$ cat src/source/fc_consts.svh
`ifndef FC_CONSTS_SVH
`define FC_CONSTS_SVH

// ************************************************************
// layer geometry and datapath width.
// ************************************************************
`define FC_DATA_WIDTH 32
`define FC_IN_COUNT   84   // activations per pass.
`define FC_OUT_COUNT  10   // neurons.

`define FC_ROW_BITS   7
`define FC_BANK_BITS  4

// host address is {region, bank, row}.
`define FC_ADDR_BITS  12
`define FC_BANK_LSB   7
`define FC_REGION_BIT 11

`endif

$ cat src/source/fc_ctrl_pkg.sv
package fc_ctrl_pkg;

    // sequencer states, also used as the mac step command.
    typedef enum logic [1:0]
    {
        s_idle  = 2'd0,
        s_accum = 2'd1,
        s_bias  = 2'd2,
        s_done  = 2'd3
    } seq_state_t;

    // top bit of the host address.
    typedef enum logic
    {
        region_weight = 1'b0,
        region_bias   = 1'b1
    } region_t;

endpackage

$ cat src/source/fc_types_pkg.sv
`include "fc_consts.svh"

package fc_types_pkg;

    // one signed data word, wraps modulo 2^32.
    typedef logic signed [`FC_DATA_WIDTH-1:0] word_t;

    // one word per neuron.
    typedef word_t [`FC_OUT_COUNT-1:0] word_vec_t;

    typedef logic [`FC_ROW_BITS-1:0] row_t;   // input index.
    typedef logic [`FC_BANK_BITS-1:0] bank_t; // neuron index.

endpackage

$ cat src/source/fc_sequencer.sv
`timescale 1ns/10ps
`include "fc_consts.svh"

module fc_sequencer
(
    input  logic                        clk,
    input  logic                        reset,
    input  logic                        act_valid,
    input  fc_types_pkg::word_t         act_data,
    input  logic                        result_ready,
    output logic                        act_ready,
    output fc_types_pkg::row_t          rd_row,
    output fc_types_pkg::word_t         act_q,
    output fc_ctrl_pkg::seq_state_t     mac_step,
    output logic                        busy,
    output logic                        result_valid
);

    fc_ctrl_pkg::seq_state_t  state;
    fc_types_pkg::row_t       count;
    fc_types_pkg::word_t      act_raw;
    logic                     act_fire;
    logic                     last_act;
    logic                     fire_d;

    assign act_ready    = (state == fc_ctrl_pkg::s_idle) || (state == fc_ctrl_pkg::s_accum);
    assign busy         = (state != fc_ctrl_pkg::s_idle);
    assign result_valid = (state == fc_ctrl_pkg::s_done);

    assign act_fire = act_valid && act_ready;
    assign last_act = (count == fc_types_pkg::row_t'(`FC_IN_COUNT - 1));

    // ************************************************************
    // pass state and input index.
    // ************************************************************
    always_ff @(posedge clk or posedge reset)
    begin
        if (reset)
        begin
            state <= fc_ctrl_pkg::s_idle;
            count <= '0;
        end
        else
        begin
            case (state)
                fc_ctrl_pkg::s_idle, fc_ctrl_pkg::s_accum:
                begin
                    if (act_fire)
                    begin
                        if (last_act)
                        begin
                            state <= fc_ctrl_pkg::s_bias;
                            count <= '0;
                        end
                        else
                        begin
                            state <= fc_ctrl_pkg::s_accum;
                            count <= count + 1'b1;
                        end
                    end
                end
                fc_ctrl_pkg::s_bias:
                begin
                    // bias lands on the edge that raises result_valid.
                    if (mac_step == fc_ctrl_pkg::s_bias)
                    begin
                        state <= fc_ctrl_pkg::s_done;
                    end
                end
                default:
                begin
                    if (result_ready)
                    begin
                        state <= fc_ctrl_pkg::s_idle;
                    end
                end
            endcase
        end
    end

    // ************************************************************
    // mac step command, two edges behind acceptance.
    // ************************************************************
    always_ff @(posedge clk or posedge reset)
    begin
        if (reset)
        begin
            fire_d   <= 1'b0;
            mac_step <= fc_ctrl_pkg::s_idle;
        end
        else
        begin
            fire_d <= act_fire;
            if (fire_d)
                mac_step <= fc_ctrl_pkg::s_accum;
            else if ((state == fc_ctrl_pkg::s_bias) && (mac_step == fc_ctrl_pkg::s_accum))
                mac_step <= fc_ctrl_pkg::s_bias; // right after the last product.
            else if (result_valid && result_ready)
                mac_step <= fc_ctrl_pkg::s_done; // clear for the next pass.
            else
                mac_step <= fc_ctrl_pkg::s_idle;
        end
    end

    // activation and read index, then relu.
    always_ff @(posedge clk)
    begin
        if (act_fire)
        begin
            act_raw <= act_data;
            rd_row  <= count;
        end
        if (fire_d)
        begin
            act_q <= act_raw[`FC_DATA_WIDTH-1] ? '0 : act_raw;
        end
    end

endmodule

$ cat config.mk
export PLATFORM = sky130hd
export DESIGN_NAME = fc_sequencer
export DESIGN_NICKNAME = d
export VERILOG_FILES = /design/src/source/fc_ctrl_pkg.sv /design/src/source/fc_types_pkg.sv /design/src/source/fc_sequencer.sv
export VERILOG_INCLUDE_DIRS = /design/src /design/src/source
export SDC_FILE = /design/constraint.sdc
export NUM_CORES = 1
export LEC_CHECK = 0
export BUFFER_PORTS_ARGS = -buffer_cell sky130_fd_sc_hd__buf_2
export CAP_MARGIN = 20
export CORE_MARGIN = 2
export CORE_UTILIZATION = 46
export DETAILED_ROUTE_END_ITERATION = 12
export GPL_TIMING_DRIVEN = 0
export MAX_ROUTING_LAYER = met4
export PLACE_DENSITY = 0.81
export SETUP_SLACK_MARGIN = 0.5
export SKIP_CTS_REPAIR_TIMING = 1
export SLEW_MARGIN = 5
export SYNTH_ARGS = -nofsm -noshare
export SYNTH_HDL_FRONTEND = slang
export SYNTH_SLANG_ARGS = --single-unit
$ cat constraint.sdc
create_clock -name clk -period 1.5 [get_ports clk]
set_clock_uncertainty 0.1 [all_clocks]
set_input_delay 0.3 -clock clk [delete_from_list [all_inputs] [get_ports clk]]
set_output_delay 0.3 -clock clk [all_outputs]
set_load 0.03 [all_outputs]
# Word level (Yosys, flattened, before mapping)
# Cells that the tools add are included.
[word_totals] reg_bits=83 latchBits=0 ramBits=0 mem_bits_ro=0 wordCells=36 memories=0
[classes] add_sub_neg=1 n_mul=0 div=0 order_cmp=0 n_eq_ne=8 n_shift=0 n_mux=9 n_bitwise=0 reduce_logical=10
[ops] cell="$mux 2" count=7
[ops] cell="$add 7x1->7 const B" count=1
[ops] cell="$eq 7x7->1 const B" count=1
[ops] cell="$mux 7" count=1
[ops] cell="$eq 2x2->1 const B" count=3
[ops] cell="$eq 2x1->1 const B" count=2
[ops] cell="$ne 2x2->1 const B" count=2
[ops] cell="$pmux 2 s2" count=1
[ops] cell="$logic_and 1x1->1" count=3
[ops] cell="$reduce_and 3->1" count=1
[ops] cell="$reduce_bool 3->1" count=1
[ops] cell="$logic_not 2->1" count=1
[ops] cell="$reduce_and 2->1" count=1
[ops] cell="$reduce_bool 2->1" count=1
[ops] cell="$reduce_or 2->1" count=1
[ops] cell="$logic_or 1x1->1" count=1

# Depth between registers and ports, before layout
# Gate-level depths: netlist (run 1).
[logic_depth] ltp_word=5 depth_mapped=6 ltp_nobuf=6

# Worst setup path after synthesis (run 1)
# Ideal clock, no wire load.
[synth_timing] path_type="register -> register" startpoint="reg state[1]" endpoint="reg count[5]" setup_ps=79 t_arrival_ps=1422 slack_ps=-101 path_stages_with_launch=7 path_buffers=0 path_cell_list="dfrtp_1 > inv_2 > nand2_4 > inv_4 > nand4_2 > nor2_1 > xor2_1"
[synth_via] elab_chain_cells=4
[synth_rtl] element="start: declaration" line_no="fc_sequencer.sv:19" text="fc_ctrl_pkg::seq_state_t state;"
[synth_rtl] element="start signal: assignment" line_no="fc_sequencer.sv:40" text="state <= fc_ctrl_pkg::s_idle;"
[synth_rtl] element="start signal: assignment" line_no="fc_sequencer.sv:52" text="state <= fc_ctrl_pkg::s_bias;"
[synth_rtl] element="start signal: assignment" line_no="fc_sequencer.sv:57" text="state <= fc_ctrl_pkg::s_accum;"
[synth_rtl] element="$eq 2x1->1 or $logic_not 2->1 (tied branches)" line_no="fc_sequencer.sv:26" text="assign act_ready = (state == fc_ctrl_pkg::s_idle) || (state == fc_ctrl_pkg::s_accum);"
[synth_rtl] element="$logic_or 1x1->1 *" line_no="fc_sequencer.sv:26"
[synth_rtl] element="named net act_ready" line_no="fc_sequencer.sv:11" text="output logic act_ready,"
[synth_rtl] element="$logic_and 1x1->1 *" line_no="fc_sequencer.sv:30" text="assign act_fire = act_valid && act_ready;"
[synth_rtl] element="named net act_fire" line_no="fc_sequencer.sv:22" text="logic act_fire;"
[synth_rtl] element="$reduce_and 2->1 (no line) *"
[synth_rtl] element="end signal: assignment" line_no="fc_sequencer.sv:58" text="count <= count + 1'b1;"
[synth_rtl] element="end: declaration" line_no="fc_sequencer.sv:20" text="fc_types_pkg::row_t count;"
# Mark *: on every way through the listed nets, which the timed path passes. The rest lies on a longest branch.
# A chain may end at the register's enable or synchronous reset.

# Final worst setup path (run 1)
[layout_timing] startpoint="reg state[1]" endpoint="out busy"
[layout_via] elab_chain_cells=1
[layout_rtl] element="$reduce_bool 2->1" line_no="fc_sequencer.sv:27" text="assign busy = (state != fc_ctrl_pkg::s_idle);"
[layout_rtl] element="end: declaration" line_no="fc_sequencer.sv:15" text="output logic busy,"
# Every way passes these cells.

==> results.tsv, run 1 <==
stage	metric	value	unit
drt	post-route ant nets	0	
floorplan	Cell Rows	28	
cts	Sink Count	82	
floorplan	Ports	80	
power	P per Cell Area	1230	mW/mm²
timing	final setup margin	-102	ps
synth	Post-Syn Instances	160	
floorplan	die area	0.00696	mm²
timing	RSZ-0062 raised after global routing	yes	
cts	clock buffer depth	2	
final_layout	Sequential Area	0.00241	mm²
power	Clock Power Share	30.8	%
place	Final GP Congestion	0.733	
global_route	GRT Residual Overflow	0	
place	Buffers on Ports	78	
final_layout	Area growth, synth to finish	50.1	%
global_route	global-route wire length before repair	7190	µm
drt	drt wl/cell	15.8	µm
timing	final worst-path cycle share	107	%
power	Int Power	4.06	mW
place	HPWL after detailed placement	3140	µm
worst_setup_path	Data arrival, critical path	1200	ps
floorplan	DIE WIDTH	83.5	µm
final_layout	area occupied by multi-input gates	587	µm²
worst_setup_path	critical path required time	1100	ps
synth	top-count cell post-synth	edfxtp_1	
synth	sequential area share after synthesis	82.7	%
final_layout	Finished Cell Area	0.00436	mm²
synth	library cells used by synthesis	34	
cts	CTS root buf	clkbuf_8	
drt	DRC Markers	0	
synth	Main synth FF type	edfxtp_1	
timing	Final Hold Fails	12	
final_layout	Antenna Cells	0	
floorplan	Die H	83.5	µm
timing	final setup vio count	2	
cts	CTS Buf Count	9	
cts	H-tree levels	3	
timing	setup tns final	-105	ps
synth	Syn Area/Cell	18.2	µm²
final_layout	share of layout cells above drive strength 1	53.6	%
timing	Period minus WS final	1600	ps
cts	clock-pin slew reported for the worst setup and hold paths after clock tree synthesis	80	ps
worst_setup_path	Crit Path Max Fanout	5	
floorplan	core box area	0.00603	mm²
floorplan	Initial Utilization	48.2	%
worst_setup_path	CP Launch Type	flip-flop	
timing	maximum clock rate	624	MHz
synth	Post-synth EDFFs	70	
synth	FF+latch count, synth	82	
power	Comb pwr share	15.1	%
synth	syn_nets	197	
drt	Via density	4.84	
synth	top cells by area, synth	edfxtp_1, dfrtp_1, nor2b_1	
global_route	All-Layer GR Usage	14.1	%
final_layout	final net count	310	
timing	Slew Viols, Final	0	
drt	final WL	5570	µm
worst_setup_path	Critical Path End Type	output pin	
worst_setup_path	critical path class	reg2out	
power	Lkg Pwr	1.85	nW
synth	fraction of registers with async set/reset	14.6	%
drt	drt first-iter violations	135	
worst_hold_path	HP Class	in2async	
final_layout	fill count	379	
cts	CTS tree	yes	
drt	DR vias	1708	
synth	Syn. warnings	0	
synth	biggest area consumer among synthesized cells	edfxtp_1	
synth	top cells by count, synth	edfxtp_1, nor2b_1, dfrtp_1	
global_route	initial antenna violation count	0	
power	switching share of power	24.0	%
flow_run	Maximum Capacitance Violations	0	
power	Net Sw Power	1.28	mW
place	Post-DP Area	0.00343	mm²
drt	Detailed Routing Iterations Pass 1	4	
synth	top cell type's share of synthesized area	72.4	%
outcome	outcome	finished with violations	
outcome	failing checks	negative hold slack, negative setup slack	
synth	synthesized cell area	0.00290	mm²
power	register share of total power	54.1	%
global_route	number of global-route vias before repair	1474	
global_route	largest net degree at the start of global routing	49	
timing	Hold WS	-134	ps
power	Worst IR Drop VDD	0.000739	V
cts	later-pin clock latency in the skew report	340	ps
## power by group through the flow
stage | Sequential, mW | Combinational (mW) | Clock (mW)
after floorplan | 3.03 | 0.194 | 0
after global placement | 2.90 | 0.490 | 0
after detailed placement | 2.91 | 0.504 | 0
after CTS | 2.86 | 0.511 | 1.67
after global routing | 2.92 | 0.851 | 1.79
final | 2.89 | 0.808 | 1.64
## path summary, 6_finish.rpt
check / start / to / slack [ps] / cells past startpoint
min in group clk: act_data[29] / act_raw[29] / 30 / 1
min: reset / fire_d / -130 / 2
max reg2reg: count[1] / count[0] / 10 / 6
max: state[1] / busy / -100 / 2
max in group asynchronous: reset / fire_d / 1070 / 2
min reg2reg: count[3] / count[3] / 430 / 1
## state kept, by name, indices dropped and copies added (netlist names)
name      cells
act_raw      32
fire_d        1
act_q        31
mac_step      2
rd_row        7
state         2
count         7
## metrics by stage
stage	setup slack, ps	util (%)	total power [mW]	std cells
global placement	58.4	56.9	3.39	313
global route	-128	72.3	5.56	353
CTS	-108	60.3	5.05	329
detailed placement	5.86	56.9	3.42	313
floorplan	122	-	3.23	160
finish	-102	72.3	5.34	353
## layout make-up
cell class | count | area share (%)
Sequential cell | 82 | 55.3
Tap cell | 75 | 2.15
Clock buffer | 13 | 3.19
Timing Repair Buffer | 99 | 21.0
Clock inverter | 3 | 1.49
Multi-Input combinational cell | 70 | 13.5
Timing Repair inverter | 3 | 1.32
Inverter | 4 | 1.00
Buffer | 4 | 1.12
## cell families (layout without fill, tap and decap cells)
| family | count (synthesis) | count (layout) | share of synthesized area [%] |
|---|---|---|---|
| flops | 82 | 82 | 82.7 |
| simple gates | 54 | 54 | 12.1 |
| compound gates | 11 | 11 | 2.41 |
| buf+inv | 8 | 126 | 1.25 |
| xor+xnor | 2 | 2 | 0.603 |
| fa+ha+maj | 1 | 1 | 0.431 |
| other cells | 1 | 1 | 0.129 |
| mux | 1 | 1 | 0.345 |
## cell usage in the layout (no fill, tap or decap), types with 2 or more instances in the layout
cell type,n
dfrtp_1,8
clkbuf_1,4
o21ai_2,2
a31oi_1,2
clkbuf_8,9
edfxtp_1,70
nor2b_4,8
a21o_1,2
buf_12,4
nor2b_1,23
bufinv_16,2
dfrtp_2,3
buf_8,3
buf_6,50
a21oi_1,2
clkinv_16,2
nand2_2,2
buf_4,10
nand2_1,7
buf_2,35
## per-layer routing
metal | vias up | share of wire (%) | global-route usage, %
met3 | 15 | 4.3 | 3.46
met4 | 0 | 3.0 | 8.36
li1 | 809 | - | -
met5 | - | 0 | -
met2 | 66 | 54 | 23.1
met1 | 818 | 39 | 15.8
## critical path, stage by stage (launching register included)
cell and delay (ps):
dfrtp_2 460, or2_4 270, buf_6 140
Note: power is estimated with default switching activity, not from simulation.
==> inputs of run 2 (changes only) <==
- CAP_MARGIN: 20 -> 10
- CORE_UTILIZATION: 46 -> 51
- PLACE_DENSITY: 0.81 -> 0.85
- clock period: 1.5 -> 1.51 ns (I/O delays scaled with it)
==> results.tsv, run 2 (synthesized netlist as in run 1, its figures left out) <==
stage	metric	value	unit
outcome	outcome	finished with violations	
outcome	failing checks	negative hold slack, negative setup slack	
floorplan	core box area	0.00551	mm²
place	HPWL after detailed placement	2880	µm
final_layout	Area growth, synth to finish	51.2	%
floorplan	Initial Utilization	52.7	%
timing	RSZ-0062 raised after global routing	yes	
final_layout	share of layout cells above drive strength 1	55.5	%
final_layout	fill count	283	
worst_setup_path	R2R cell count	5	
worst_setup_path	Reg2Reg Setup Slack	-100	ps
timing	final setup vio count	6	
worst_setup_path	critical path class	reg2reg	
drt	Detailed Routing Iterations Pass 1	4	
final_layout	max reg flops	32	
cts	later-pin clock latency in the skew report	340	ps
global_route	number of global-route vias before repair	1349	
worst_setup_path	stages on the worst setup path	5	
power	P per Cell Area	1170	mW/mm²
timing	setup tns final	-319	ps
worst_setup_path	critical path required time	1630	ps
place	Buffers on Ports	78	
timing	Final Hold Fails	12	
timing	Slew Viols, Final	0	
cts	clock-pin slew reported for the worst setup and hold paths after clock tree synthesis	90	ps
drt	Via density	5.10	
timing	final worst-path cycle share	107	%
global_route	initial antenna violation count	0	
timing	final setup margin	-104	ps
floorplan	Cell Rows	27	
worst_setup_path	buffer and inverter count on the worst path	0	
timing	Period minus WS final	1610	ps
worst_setup_path	CP top delay family	flip-flops	
final_layout	most frequent cells in the layout	edfxtp_1, buf_6, buf_2	
final_layout	Largest Register	act_raw	
final_layout	Finished Cell Area	0.00439	mm²
drt	drt first-iter violations	113	
power	Worst IR Drop VDD	0.000846	V
drt	post-route ant nets	0	
worst_setup_path	slowest stage cell, crit path	dfrtp_1	
drt	drt wl/cell	18.6	µm
global_route	global-route wire length before repair	6450	µm
global_route	GRT Residual Overflow	0	
worst_setup_path	crit path from	count[0]	
worst_setup_path	crit-path cells	ha_2, and4bb_4, nand3b_4, mux2i_1, o22ai_1	
timing	worst slew pin tran	500	ps
global_route	largest net degree at the start of global routing	49	
cts	clock buffer depth	2	
worst_setup_path	Crit path largest cell delay	460	ps
cts	Sink Count	82	
final_layout	Sequential Area	0.00241	mm²
global_route	All-Layer GR Usage	14.4	%
floorplan	Ports	80	
power	Lkg Pwr	1.85	nW
final_layout	Largest regs	act_raw x32, act_q x31	
floorplan	die area	0.00631	mm²
timing	Hold WS	-124	ps
worst_setup_path	Critical Path End Type	flip-flop	
worst_setup_path	CP Launch Type	flip-flop	
worst_hold_path	HP Class	in2async	
worst_setup_path	critical path endpoint	state[0]	
worst_setup_path	Crit Path Max Fanout	5	
final_layout	Antenna Cells	0	
worst_setup_path	reg2reg end	state[0]	
floorplan	Die H	79.5	µm
cts	CTS tree	yes	
final_layout	commonest non-fill, non-tap cell in the layout	edfxtp_1	
power	total power	5.14	mW
place	Final GP Congestion	0.721	
cts	CTS root buf	clkbuf_8	
worst_setup_path	Data arrival, critical path	1730	ps
timing	maximum clock rate	619	MHz
floorplan	DIE WIDTH	79.5	µm
cts	H-tree levels	3	
final_layout	final net count	313	
timing	Worst slew margin	66.7	%
cts	CTS Buf Count	9	
place	Post-DP Area	0.00342	mm²
drt	final WL	6560	µm
final_layout	area occupied by multi-input gates	587	µm²
worst_setup_path	Worst R2R Start	count[0]	
flow_run	Maximum Capacitance Violations	0	
drt	DRC Markers	0	
drt	DR vias	1802	
==> run 2: cell types whose count changed in the layout (fill, tap and decap cells not counted), sizes merged <==
cell and change:
buf +2, bufinv -2, clkbuf -2, clkinv +2, clkinvlp +3
==> run 2: worst min-delay path by stage <==
stage | slack [ps] | start | to | cells after the start
2_1_floorplan | 70 | reset | count[0] | 1
3_3_place_gp | 220 | reset | mac_step[1] | 2
3_5_place_dp | 230 | reset | mac_step[1] | 2
4_1_cts | -130 | reset | count[5] | 2
5_1_grt | -90 | reset | count[5] | 2
6_report | -120 | reset | count[5] | 2
==> run 2: layout make-up <==
cell class / count / share of cell area (%)
flip-flops and latches: 82 / 54.9
clock inverters: 4 / 0.627
inverters: 4 / 1.11
repair buffers: 100 / 21.3
well taps: 72 / 2.05
clock buffers: 12 / 3.53
multi-input cells: 70 / 13.4
plain buffers: 4 / 0.940
repair inverters: 5 / 2.17
==> run 2: routing by layer <==
| metal | wire length [µm] | GRT usage, % | vias to the layer above |
|---|---|---|---|
| met1 | 2500 | 18.2 | 907 |
| met3 | 241 | 2.83 | 14 |
| met5 | 0 | - | - |
| met4 | 165 | 7.76 | 0 |
| li1 | - | - | 813 |
| met2 | 3650 | 22.1 | 68 |
==> run 2: where the power goes <==
part / switching (mW) / total (mW) / internal, mW
registers: 0.200 / 2.89 / 2.69
clock network: 0.785 / 1.47 / 0.686
logic: 0.392 / 0.779 / 0.386
==> run 2: metrics by stage <==
step	utilization [%]	hold WS, ps	instances	setup WS (ps)
2_1_floorplan	-	66.7	160	132
3_3_place_gp	62.2	222	310	70.4
3_5_place_dp	62.2	229	310	57.2
4_1_cts	65.5	-130	326	-98.0
5_1_grt	79.7	-93.9	353	-199
6_report	79.7	-124	353	-104
