$ cat src/source/fc_consts.svh
`ifndef FC_CONSTS_SVH
`define FC_CONSTS_SVH

// ************************************************************
// layer geometry and datapath width.
// ************************************************************
`define FC_DATA_WIDTH 32
`define FC_IN_COUNT   84   // activations per pass.
`define FC_OUT_COUNT  10   // neurons.

`define FC_ROW_BITS   7
`define FC_BANK_BITS  4

// host address is {region, bank, row}.
`define FC_ADDR_BITS  12
`define FC_BANK_LSB   7
`define FC_REGION_BIT 11

`endif

$ cat src/source/fc_ctrl_pkg.sv
package fc_ctrl_pkg;

    // sequencer states, also used as the mac step command.
    typedef enum logic [1:0]
    {
        s_idle  = 2'd0,
        s_accum = 2'd1,
        s_bias  = 2'd2,
        s_done  = 2'd3
    } seq_state_t;

    // top bit of the host address.
    typedef enum logic
    {
        region_weight = 1'b0,
        region_bias   = 1'b1
    } region_t;

endpackage

$ cat src/source/fc_types_pkg.sv
`include "fc_consts.svh"

package fc_types_pkg;

    // one signed data word, wraps modulo 2^32.
    typedef logic signed [`FC_DATA_WIDTH-1:0] word_t;

    // one word per neuron.
    typedef word_t [`FC_OUT_COUNT-1:0] word_vec_t;

    typedef logic [`FC_ROW_BITS-1:0] row_t;   // input index.
    typedef logic [`FC_BANK_BITS-1:0] bank_t; // neuron index.

endpackage

$ cat src/source/param_loader.sv
`timescale 1ns/10ps
`include "fc_consts.svh"

module param_loader
(
    input  logic                          clk,
    input  logic                          reset,
    input  logic                          host_wr_valid,
    input  logic [`FC_ADDR_BITS-1:0]      host_wr_addr,
    input  fc_types_pkg::word_t           host_wr_data,
    input  logic                          busy,
    output logic                          host_wr_ready,
    output logic [`FC_OUT_COUNT-1:0]      wr_en,
    output fc_types_pkg::row_t            wr_row,
    output fc_types_pkg::word_t           wr_data,
    output fc_types_pkg::word_vec_t       bias_vec
);

    logic                  wr_fire;
    fc_ctrl_pkg::region_t  region;
    fc_types_pkg::bank_t   bank;
    logic                  bank_ok;
    logic                  row_ok;

    // ************************************************************
    // address decode.
    // ************************************************************
    assign host_wr_ready = !busy; // no loads during a pass.
    assign wr_fire       = host_wr_valid && host_wr_ready;

    assign region = fc_ctrl_pkg::region_t'(host_wr_addr[`FC_REGION_BIT]);
    assign bank   = host_wr_addr[`FC_BANK_LSB +: `FC_BANK_BITS];
    assign wr_row = host_wr_addr[`FC_ROW_BITS-1:0];

    assign bank_ok = (bank < `FC_OUT_COUNT);
    assign row_ok  = (wr_row < `FC_IN_COUNT);

    assign wr_data = host_wr_data;

    // one-hot write strobe into the weight memories.
    always_comb
    begin
        wr_en = '0;
        if (wr_fire && (region == fc_ctrl_pkg::region_weight) && bank_ok && row_ok)
        begin
            wr_en[bank] = 1'b1;
        end
    end

    // ************************************************************
    // bias registers.
    // ************************************************************
    always_ff @(posedge clk or posedge reset)
    begin
        if (reset)
        begin
            bias_vec <= '0;
        end
        else if (wr_fire && (region == fc_ctrl_pkg::region_bias) && bank_ok)
        begin
            bias_vec[bank] <= host_wr_data; // row field ignored here.
        end
    end

endmodule

$ cat config.mk
export PLATFORM = sky130hd
export DESIGN_NAME = param_loader
export DESIGN_NICKNAME = d
export VERILOG_FILES = /design/src/source/fc_ctrl_pkg.sv /design/src/source/fc_types_pkg.sv /design/src/source/param_loader.sv
export VERILOG_INCLUDE_DIRS = /design/src /design/src/source
export SDC_FILE = /design/constraint.sdc
export NUM_CORES = 1
export LEC_CHECK = 0
export BUFFER_PORTS_ARGS = -buffer_cell sky130_fd_sc_hd__buf_2
export CORE_ASPECT_RATIO = 1.2
export CORE_MARGIN = 2
export CORE_UTILIZATION = 47
export CTS_CLUSTER_DIAMETER = 150
export DETAILED_ROUTE_END_ITERATION = 7
export GPL_ROUTABILITY_DRIVEN = 0
export GPL_TIMING_DRIVEN = 0
export HOLD_SLACK_MARGIN = 0.06
export PLACE_DENSITY = 0.77
export RECOVER_POWER = 50
export SYNTH_ARGS = -nofsm -noshare
export SYNTH_HDL_FRONTEND = slang
export SYNTH_SLANG_ARGS = --single-unit
export TNS_END_PERCENT = 1
$ cat constraint.sdc
create_clock -name clk -period 20.5 [get_ports clk]
set_input_delay 2.05 -clock clk [delete_from_list [all_inputs] [get_ports clk]]
set_output_delay 2.05 -clock clk [all_outputs]
set_load 0.03 [all_outputs]
**Word-level counts from Yosys, hierarchy flattened**

Cells that the tools add are included.

- $lt $le $gt $ge: 4
- Reductions and logical operators: 8
- Bitwise operators: 1
- Mux-type cells: 6

Operator list:

| kind | number |
|---|---|
| 320-bit bitwise mux | 1 |
| 32-bit demux with 4-bit select | 1 |
| 32-bit 2-to-1 mux | 1 |
| 10-bit 2-to-1 mux | 1 |
| 1-bit logical AND | 7 |
| 7-bit < comparator (second input constant) | 1 |
| 4-bit by 5-bit < comparator with 1-bit output (second input constant) | 1 |
| 1-bit demux with 4-bit select | 1 |
| 4-bit by 1-bit greater-or-equal comparator with 1-bit output (second input constant) | 1 |
| 4-bit < comparator (second input constant) | 1 |
| 1-bit logical NOT | 1 |
| 1-bit 2-to-1 mux | 1 |
| 1-bit NOT | 1 |

- Flip-flop bits (word level): 320
- Input port bits: 48
- Word-level logic and storage cells: 29
- Output and inout port bits: 370

**Depth between registers and ports, before layout**

Gate-level depths: netlist of the first run.

- Depth after elaboration: 6
- Gate-level depth with buffers: 6
- Mapped depth without buffers: 3

**Least setup slack after synthesis of the first run**

Ideal clock, no wire load.

- Path kind: in2out
- From: in busy
- To: out wr_en[3]
- Data arrival time: 3443 ps
- Stages on the path: 3
- Path slack: 15007 ps
- Required time: 18450 ps
- Buffers on the path: 0
- Cells stage by stage: nor3b_1 -> o211ai_1 -> nor4_1

- Cells in the longest elaborated chain, start to end: 6

Ends and longest elaborated chain:

| what | RTL line | source |
|---|---|---|
| from (decl) | param_loader.sv:11 | `input logic busy,` |
| 1-bit logical NOT | param_loader.sv:28 | `assign host_wr_ready = !busy;` |
| 1-bit logical AND | param_loader.sv:29 | `assign wr_fire = host_wr_valid && host_wr_ready;` |
| 1-bit logical AND (3 in series) | param_loader.sv:44 | `if (wr_fire && (region == fc_ctrl_pkg::region_weight) && bank_ok && row_ok)` |
| 10-bit 2-to-1 mux | param_loader.sv:44 |  |
| to (decl) | param_loader.sv:13 | `` output logic [`FC_OUT_COUNT-1:0] wr_en, `` |

Every way passes these cells.

==> results of run 1 <==
## cell usage in the layout (no fill, tap or decap)
master and n:
buf_4 42, mux2_1 316, o211ai_1 1, clkbuf_8 4, mux2_2 1, clkbuf_1 152, and3b_1 1, dfrtp_1 320
nor4_1 3, nand3_1 8, and4_1 1, nand4_1 1, buf_1 32, nand2b_1 1, bufinv_16 6, and2b_2 1
nor3b_1 1, clkinvlp_2 1, clkinvlp_4 1, nor2_2 2, nor2_1 6, and2b_1 3, clkinv_2 4, nor3_1 3
buf_2 271, inv_1 1, nand2_1 9, o21ai_0 2, mux2_4 3, clkbuf_16 31
## worst paths after layout
| kind | end | cells past startpoint |
|---|---|---|
| worst max-delay path | bias_vec[255] | 3 |
| worst max register to register | bias_vec[250] | 1 |
| worst min register to register | bias_vec[231] | 1 |
| min in group asynchronous | bias_vec[84] | 2 |
| max in group clk | wr_en[4] | 5 |
| worst min-delay path | bias_vec[231] | 1 |
## through the flow
step / hold slack [ps] / worst slack (ps) / cells / utilization, % / cell area (µm²)
CTS: 489 / 15090 / 1563 / 61.1 / 16000
detailed placement: 475 / 15100 / 1508 / 57.0 / 15000
floorplan: 689 / 9590 / 788 / - / 12600
finish: 482 / 10710 / 1563 / 59.7 / 15700
global placement: 464 / 6400 / 1506 / 56.8 / 14900
global route: 501 / 8780 / 1563 / 59.7 / 15700
## synth_stat cells
library cell    n
dfrtp_1       320
mux2_1        289
buf_4          42
buf_1          32
mux2_4         30
buf_2          25
nand2_1         9
nand3_1         8
nor2_1          6
buf_6           4
and2b_1         3
nor3_1          3
nor4_1          3
inv_1           2
nor2_2          2
o21ai_0         2
and2b_2         1
and3b_1         1
and4_1          1
mux2_2          1
nand2b_1        1
nand4_2         1
nor3b_1         1
o211ai_1        1
## cell type report
type	instances	area, µm²
plain buffers	103	574
clock buffers	44	865
flip-flops and latches	320	8010
inverters	2	8.76
fillers	2172	10600
clock inverters	11	208
multi-input cells	363	3840
well taps	335	419
repair buffers	385	1750
## power breakdown
part           switching (µW)  internal (µW)  total (µW)
registers                42.5            716         758
clock network             233            367         600
logic                     277            101         378
## cells by family (layout without fill, tap and decap cells)
| logic type | Yosys count | in the layout | share of synthesized area [%] |
|---|---|---|---|
| compound gates | 3 | 3 | 0.139 |
| buf+inv | 105 | 545 | 4.88 |
| simple gates | 40 | 40 | 1.73 |
| mux | 320 | 320 | 29.6 |
| flops | 320 | 320 | 63.7 |
## layer usage
layer | GRT usage [%] | routed length [µm] | vias up
li1 | - | - | 3510
met1 | 29.3 | 13500 | 4059
met2 | 39.7 | 16500 | 307
met3 | 5.48 | 2370 | 53
met4 | 6.15 | 786 | 0
met5 | 0 | 0 | -
==> flow_metrics.py, run 1 <==
metrics = {
    "clock_network": {
        "clkLatencyLatePin_ps": 540,
        "cts_tree": "built",
        "cts_sinks": 320,
        "cts_setup_buffers": 0,
        "htree_levels": 1,
        "cts_max_path_buffers": 3,
        "ctsHoldBuffers": 0,
        "clk_pin_slew_ps": 60,
        "cts_resized": 0,
        "cts_root_buffer": "clkbuf_16",
        "cts_buffers": 31,
    },
    "floorplan": {
        "initial_utilization_pct": 47.9,
        "die-area_um2": 28100,
        "fp-row-count": 65,
        "fp.coreArea_um2": 26300,
        "die_w_um": 153,
        "ioPinCount": 418,
        "die_h_um": 183,
    },
    "hold_path": {
        "hp-class": "reg2reg",
        "worstHoldStart": "bias_vec[231]",
    },
    "placed_design": {
        "portBuffers": 383,
        "place_hpwl_um": 23700,
    },
    "global_routing": {
        "grt_util_all_layers_pct": 23.0,
        "antenna_found_initial": 0,
        "gr-total-overflow": 0,
        "grt_start_max_net_pins": 113,
        "grt_pass1_wl_um": 50000,
        "grt_pass1_vias": 8313,
    },
    "synthesis": {
        "synth_seq_cells": 320,
        "yosysTopAreaCell": "dfrtp_1",
        "synthesis.nets": 836,
        "synth_top_area_share_pct": 63.7,
        "synth_area_um2": 12600,
        "synth.area.top_cells": "dfrtp_1 64%, mux2_1 26%, mux2_4 3.6%",
        "synth-warning-count": 0,
        "syn_avg_cell_area_um2": 16.0,
        "yosysSeqAreaShare_pct": 63.7,
        "synthCells": 788,
        "synth_cell_types": 24,
    },
    "final_layout": {
        "final_nets": 1254,
        "diodes": 0,
        "top_regs": "bias_vec x320",
        "drive_gt1_share_pct": 29.9,
        "largest-register": "bias_vec",
        "area_growth_pct": 24.7,
        "largest_reg_flops": 320,
    },
    "pwr": {
        "power.total_uw": 1740,
        "pwr_density_cell_nw_per_um2": 111,
        "irDropWorstVdd_mv": 0.0807,
        "p_leak_uw": 0.00842,
    },
    "sta": {
        "min_period_ps": 9790,
        "hold_violations": 0,
        "skew_ps": 0,
        "min_period_over_period_pct": 47.8,
        "drv_slew": 325,
        "relSlewSlack_pct": -282,
        "max_freq_mhz": 102,
        "finalSetupViolations": 0,
        "rsz0062_at_grt": "false",
        "worst_pin_slew_ps": 5730,
        "final.setup.tns_ps": 0,
    },
    "worst_setup_path": {
        "path_cells": "buf_2 -> clkinvlp_2 -> clkbuf_1",
        "worstSetupPathType": "in2async",
        "endpoint_kind": "asynchronous set/reset pin",
        "path_delay_family": "buffers and inverters",
        "crit_path_top_delay_cell": "clkbuf_1",
        "critPathBufInv": 3,
        "crit_start": "reset",
        "start_kind": "primary input",
        "path_max_fanout": 112,
        "cp.arrival_ps": 9050,
        "r2r_start": "bias_vec[250]",
        "regToRegSetupSlack_ps": 19660,
        "max_stage_delay_ps": 4160,
        "cp_data_required_time_ps": 19760,
    },
    "run_status": {
        "status": "complete, but fails checks",
        "failed_checks": "max-capacitance violations, max-slew violations",
    },
    "route": {
        "finalWirelength_um": 33100,
        "ant_nets": 0,
        "dr_total_vias": 7929,
        "drtPass1Iterations": 4,
        "avgRoutedWirePerCell_um": 21.2,
        "drt_drc_violations_left": 0,
        "viasPerCell": 5.07,
        "drtIter0Drc": 225,
    },
    "run": {
        "drv_cap": 3,
    },
}
(Power assumes the default switching activity.)
==> run 2, diff against run 1 <==
clock period = 10.2 ns   (was 20.5 ns; I/O delays follow)
==> run 2 against run 1 <==
Against the previous run: the run still ends with max-capacitance violations, max-slew violations left; utilization up 0.18 points; sequential share of layout area down 0.15 points; highest routed layer unchanged; critical endpoint is now bias_vec[31]; first-iteration DRC count down 12%.
==> flow_metrics.py, run 2 (same netlist as run 1, synthesis figures left out) <==
metrics = {
    "run_status": {
        "status": "complete, but fails checks",
        "failed_checks": "max-capacitance violations, max-slew violations",
    },
    "pwr": {
        "irDropWorstVdd_mv": 0.162,
        "switching_power_uw": 1110,
        "p_int_uw": 2380,
        "clockPowerShare_pct": 34.5,
        "power.total_uw": 3490,
        "seqPwrFrac_pct": 43.6,
        "pwr_density_cell_nw_per_um2": 222,
        "p_comb_share_pct": 21.9,
        "p_leak_uw": 0.00844,
        "sw_frac_of_total_pct": 31.8,
    },
    "final_layout": {
        "seqCellArea_um2": 8010,
        "drive_gt1_share_pct": 30.0,
        "post-route-util_pct": 59.9,
        "final-instance-count-excl-fill": 1563,
        "stdcell_area_um2": 15700,
        "final_common_cell": "dfrtp_1",
        "multi_input_area_um2": 3840,
        "top_regs": "bias_vec x320",
        "area_growth_pct": 25.1,
        "diodes": 0,
        "largest-register": "bias_vec",
        "final_nets": 1254,
        "largest_reg_flops": 320,
        "fill_cells": 2166,
        "mostFrequentLayoutCells": "320 x dfrtp_1, 316 x mux2_1, 271 x buf_2, 150 x clkbuf_1, 42 x buf_4",
    },
    "clock_network": {
        "ctsHoldBuffers": 0,
        "clk_pin_slew_ps": 60,
        "cts_setup_buffers": 0,
        "cts_max_path_buffers": 3,
        "cts_tree": "built",
        "htree_levels": 1,
        "cts_buffers": 31,
        "clkLatencyLatePin_ps": 540,
        "cts_resized": 0,
        "cts_root_buffer": "clkbuf_16",
        "cts_sinks": 320,
    },
    "route": {
        "avgRoutedWirePerCell_um": 21.2,
        "finalWirelength_um": 33100,
        "viasPerCell": 5.07,
        "dr_total_vias": 7932,
        "drtIter0Drc": 197,
        "drt_drc_violations_left": 0,
        "ant_nets": 0,
        "drtPass1Iterations": 4,
    },
    "placed_design": {
        "dpl.cell_count": 1508,
        "portBuffers": 383,
        "dpl-instance-area_um2": 15000,
        "place_hpwl_um": 23700,
    },
    "worst_setup_path": {
        "cp.arrival_ps": 3910,
        "worstSetupPathType": "in2async",
        "start_kind": "primary input",
        "critPathBufInv": 2,
        "endpoint_kind": "asynchronous set/reset pin",
        "path_delay_family": "buffers and inverters",
        "path_max_fanout": 108,
        "crit_path_top_delay_cell": "clkinvlp_2",
        "path_cells": "buf_2 -> clkinvlp_2",
        "cp_data_required_time_ps": 9980,
        "max_stage_delay_ps": 2700,
    },
    "floorplan": {
        "die_w_um": 153,
        "ioPinCount": 418,
        "die-area_um2": 28100,
        "die_h_um": 183,
        "initial_utilization_pct": 47.9,
        "fp-row-count": 65,
        "fp.coreArea_um2": 26300,
    },
    "hold_path": {
        "hp-class": "reg2reg",
    },
    "sta": {
        "finalSetupViolations": 0,
        "min_period_over_period_pct": 40.5,
        "min_period_ps": 4130,
        "rsz0062_at_grt": "false",
        "worst_pin_slew_ps": 4840,
        "skew_ps": 0,
        "max_freq_mhz": 242,
        "relSlewSlack_pct": -225,
        "drv_slew": 107,
        "hold_violations": 0,
        "fin_hold_ws_ps": 482,
    },
    "global_routing": {
        "grt_start_max_net_pins": 113,
        "grt_pass1_vias": 8313,
        "grt_pass1_wl_um": 50000,
        "gr-total-overflow": 0,
        "grt_util_all_layers_pct": 23.0,
        "antenna_found_initial": 0,
    },
    "run": {
        "drv_cap": 1,
    },
}
[run 2: path summary, 6_finish.rpt]
kind | startpoint | to | slack, ps | depth (start not counted)
setup / recovery | reset | bias_vec[31] | 6070 | 2
hold / removal | bias_vec[231] | bias_vec[231] | 480 | 1
setup reg to reg | bias_vec[250] | bias_vec[250] | 9360 | 1
hold reg to reg | bias_vec[231] | bias_vec[231] | 480 | 1
max in group clk | host_wr_addr[5] | wr_en[4] | 6780 | 5
min in group asynchronous | reset | bias_vec[84] | 1970 | 2
[run 2: power groups by stage]
stage,Sequential (µW),Clock (µW),Combinational (µW)
global placement,1530,0,788
floorplan,1880,0,188
global route,1540,1280,803
finish,1520,1200,763
detailed placement,1540,0,803
CTS,1520,1230,805
[run 2: layer usage]
layer	up-vias	global-route usage, %	routed length, µm	share of wire (%)
li1	3514	-	-	-
met1	4063	29.3	13500	41
met2	302	39.7	16500	50
met3	53	5.48	2330	7.0
met4	0	6.15	792	2.4
met5	-	0	0	0
[run 2: layout make-up]
| type | instances | share of cell area (%) |
|---|---|---|
| repair buffers | 385 | 11.5 |
| inverters | 2 | 0.0557 |
| multi-input cells | 363 | 24.4 |
| flip-flops and latches | 320 | 50.9 |
| clock buffers | 44 | 5.50 |
| clock inverters | 11 | 1.32 |
| plain buffers | 103 | 3.65 |
| well taps | 335 | 2.67 |
[run 2: stage by stage]
step	TNS [ps]	setup slack, ps
2_1_floorplan	0	324
3_3_place_gp	-906360	-2870
3_5_place_dp	0	6860
4_1_cts	0	6850
5_1_grt	0	5220
6_report	0	6070
==> run 3, diff against run 2 <==
ABC_AREA = 1   (was default)
CORE_UTILIZATION = 46   (was 47)
PLACE_DENSITY = 0.78   (was 0.77)
clock period = 3.7 ns   (was 10.2 ns; I/O delays follow)
==> run 3 against run 2 <==
Against the previous run: the run now ends clean; worst setup slack got worse by 4900 ps; die area grew 6.5%; critical endpoint is now bias_vec[266]; largest cell class unchanged; critical path depth increased by 4; wire length up 44%; global-route usage up 8.6 points; first-iteration DRC count grew to 5.3 times the previous value; highest routed layer unchanged; total power increased to 2.7 times the previous value; flip-flop and latch count unchanged; clock skew stayed put; count of clock-buffer cells in the layout up 1; hold slack lost 160 ps; combinational power up 130%.
==> flow_metrics.py, run 3 <==
metrics = {
    "sta": {
        "finalSetupViolations": 0,
        "worst_pin_slew_ps": 1060,
        "fin_hold_ws_ps": 327,
        "hold_violations": 0,
        "setup_slack_ps": 1220,
        "relSlewSlack_pct": 29.1,
        "skew_ps": 0,
        "drv_slew": 0,
        "rsz0062_at_grt": "false",
        "min_period_ps": 2480,
        "max_freq_mhz": 403,
        "min_period_over_period_pct": 67.1,
    },
    "global_routing": {
        "grt_util_all_layers_pct": 31.6,
        "gr-total-overflow": 0,
        "grt_pass1_vias": 12165,
        "grt_start_max_net_pins": 44,
        "grt_pass1_wl_um": 71300,
        "antenna_found_initial": 2,
    },
    "synthesis": {
        "synth_area_um2": 13100,
        "async_flop_share_pct": 100,
        "synth.area.top_cells": "dfrtp_1 61%, nand2_1 19%, nand3_1 13%",
        "yosysTopAreaCell": "dfrtp_1",
        "synthesis.nets": 1560,
        "synth_seq_cells": 320,
        "synth-warning-count": 0,
        "synth_top_area_share_pct": 61.0,
        "synthCells": 1512,
        "ys.flop_type": "dfrtp_1",
        "yosys-top-cells-count": "650 x nand2_1, 331 x nand3_1, 320 x dfrtp_1",
        "synth_cell_types": 14,
        "yosysMostFrequentCell": "nand2_1",
        "yosysSeqAreaShare_pct": 61.0,
        "syn_avg_cell_area_um2": 8.68,
        "synth_edf_count": 0,
    },
    "route": {
        "avgRoutedWirePerCell_um": 20.4,
        "ant_nets": 0,
        "dr_total_vias": 12363,
        "drt_drc_violations_left": 0,
        "viasPerCell": 5.28,
        "drtIter0Drc": 1053,
        "finalWirelength_um": 47700,
        "drtPass1Iterations": 7,
    },
    "worst_setup_path": {
        "crit_path_frequent_cell": "buf_12",
        "max_stage_delay_ps": 850,
        "endpoint_kind": "asynchronous set/reset pin",
        "critical_path_depth": 6,
        "start_kind": "primary input",
        "path_cells": "dlygate4sd3_1 -> buf_2 -> clkinvlp_2 -> buf_12 -> clkbuf_2 -> buf_12",
        "cp_data_required_time_ps": 4440,
        "critPathBufInv": 6,
        "crit_path_top_delay_cell": "clkbuf_2",
        "worstSetupPathType": "in2async",
        "path_delay_family": "buffers and inverters",
        "reg2reg_depth": 2,
        "path_max_fanout": 41,
        "cp.arrival_ps": 3220,
    },
    "floorplan": {
        "fp.coreArea_um2": 28000,
        "fp-row-count": 67,
        "initial_utilization_pct": 46.9,
        "die-area_um2": 29900,
        "die_h_um": 189,
        "ioPinCount": 418,
        "die_w_um": 158,
    },
    "pwr": {
        "switching_power_uw": 2980,
        "seqPwrFrac_pct": 43.6,
        "sw_frac_of_total_pct": 32.1,
        "clockPowerShare_pct": 37.2,
        "p_leak_uw": 0.00930,
        "p_int_uw": 6320,
        "irDropWorstVdd_mv": 0.341,
        "pwr_density_cell_nw_per_um2": 563,
        "p_comb_share_pct": 19.3,
    },
    "final_layout": {
        "post-route-util_pct": 59.0,
        "final-instance-count-excl-fill": 2342,
        "stdcell_area_um2": 16500,
        "top_regs": "bias_vec x320",
        "final_common_cell": "nand2_1",
        "area_growth_pct": 25.8,
        "largest_reg_flops": 320,
        "drive_gt1_share_pct": 16.2,
        "final_nets": 1985,
        "largest-register": "bias_vec",
        "mostFrequentLayoutCells": "650 x nand2_1, 331 x nand3_1, 320 x dfrtp_1, 305 x clkbuf_1, 207 x buf_2",
    },
    "clock_network": {
        "cts_resized": 0,
        "clk_pin_slew_ps": 60,
        "htree_levels": 1,
        "cts_root_buffer": "clkbuf_16",
        "cts_buffers": 31,
        "cts_sinks": 320,
        "cts_tree": "built",
        "cts_max_path_buffers": 3,
        "clkLatencyLatePin_ps": 550,
    },
    "placed_design": {
        "dpl-instance-area_um2": 15700,
        "dpl.cell_count": 2282,
        "place_hpwl_um": 34400,
        "portBuffers": 383,
        "post-place-ws_ps": 1300,
    },
    "hold_path": {
        "hold_depth": 5,
        "hp-class": "in2reg",
    },
    "run_status": {
        "status": "completed",
    },
    "run": {
        "drv_cap": 0,
    },
}
[run 3: layout make-up]
type / instances / area (µm²)
clock buffers: 45 / 928
flip-flops and latches: 320 / 8010
well taps: 379 / 474
repair buffers: 392 / 1810
multi-input cells: 1008 / 4230
diodes: 2 / 5.00
inverters: 18 / 68.8
fillers: 2689 / 11500
plain buffers: 166 / 800
clock inverters: 12 / 194
[run 3: layer usage]
layer / vias up / global-route usage, % / routed length [µm]
li1: 5605 / - / -
met1: 5954 / 40.6 / 18300
met2: 629 / 50.8 / 22700
met3: 175 / 5.04 / 3630
met4: 0 / 18.1 / 3000
met5: - / 0 / 0
[run 3: worst reg2reg max path: cells and delay by family, from the launching register on]
kind             cells  cell delay (ps)
DFF                  1              400
and+or+nand+nor      2              170
[run 3: kinds of logic after synthesis]
kind of cell	share of synthesized area (%)
simple gates	32.1
compound gates	0.105
flops	61.0
buf+inv	6.73
[run 3: timing repair]
| action | 4_1_cts | 5_1_grt |
|---|---|---|
| hold buffers | 1 | 0 |
| endpoints found under the hold margin | 16 | 0 |
| buffers inserted | 0 | 0 |
[run 3: final timing paths]
path | end | slack [ps] | start
min in group asynchronous | bias_vec[97] | 560 | reset
min | bias_vec[92] | 330 | host_wr_addr[8]
max in group clk | wr_en[1] | 1260 | host_wr_addr[10]
min reg2reg | bias_vec[8] | 470 | bias_vec[8]
max reg2reg | bias_vec[93] | 3010 | bias_vec[93]
max | bias_vec[266] | 1220 | reset
[run 3: power groups by stage]
stage	Combinational, µW	Sequential (µW)	Clock (µW)
floorplan	497	4780	0
global placement	1800	4090	0
finish	1790	4050	3460
detailed placement	1860	4100	0
global route	1920	4080	3620
CTS	1860	4040	3470
[run 3: per-stage QoR]
stage	power, µW	TNS (ps)
floorplan	5280	-299780
global route	9630	0
CTS	9370	0
global placement	5890	-854110
finish	9300	0
detailed placement	5950	0
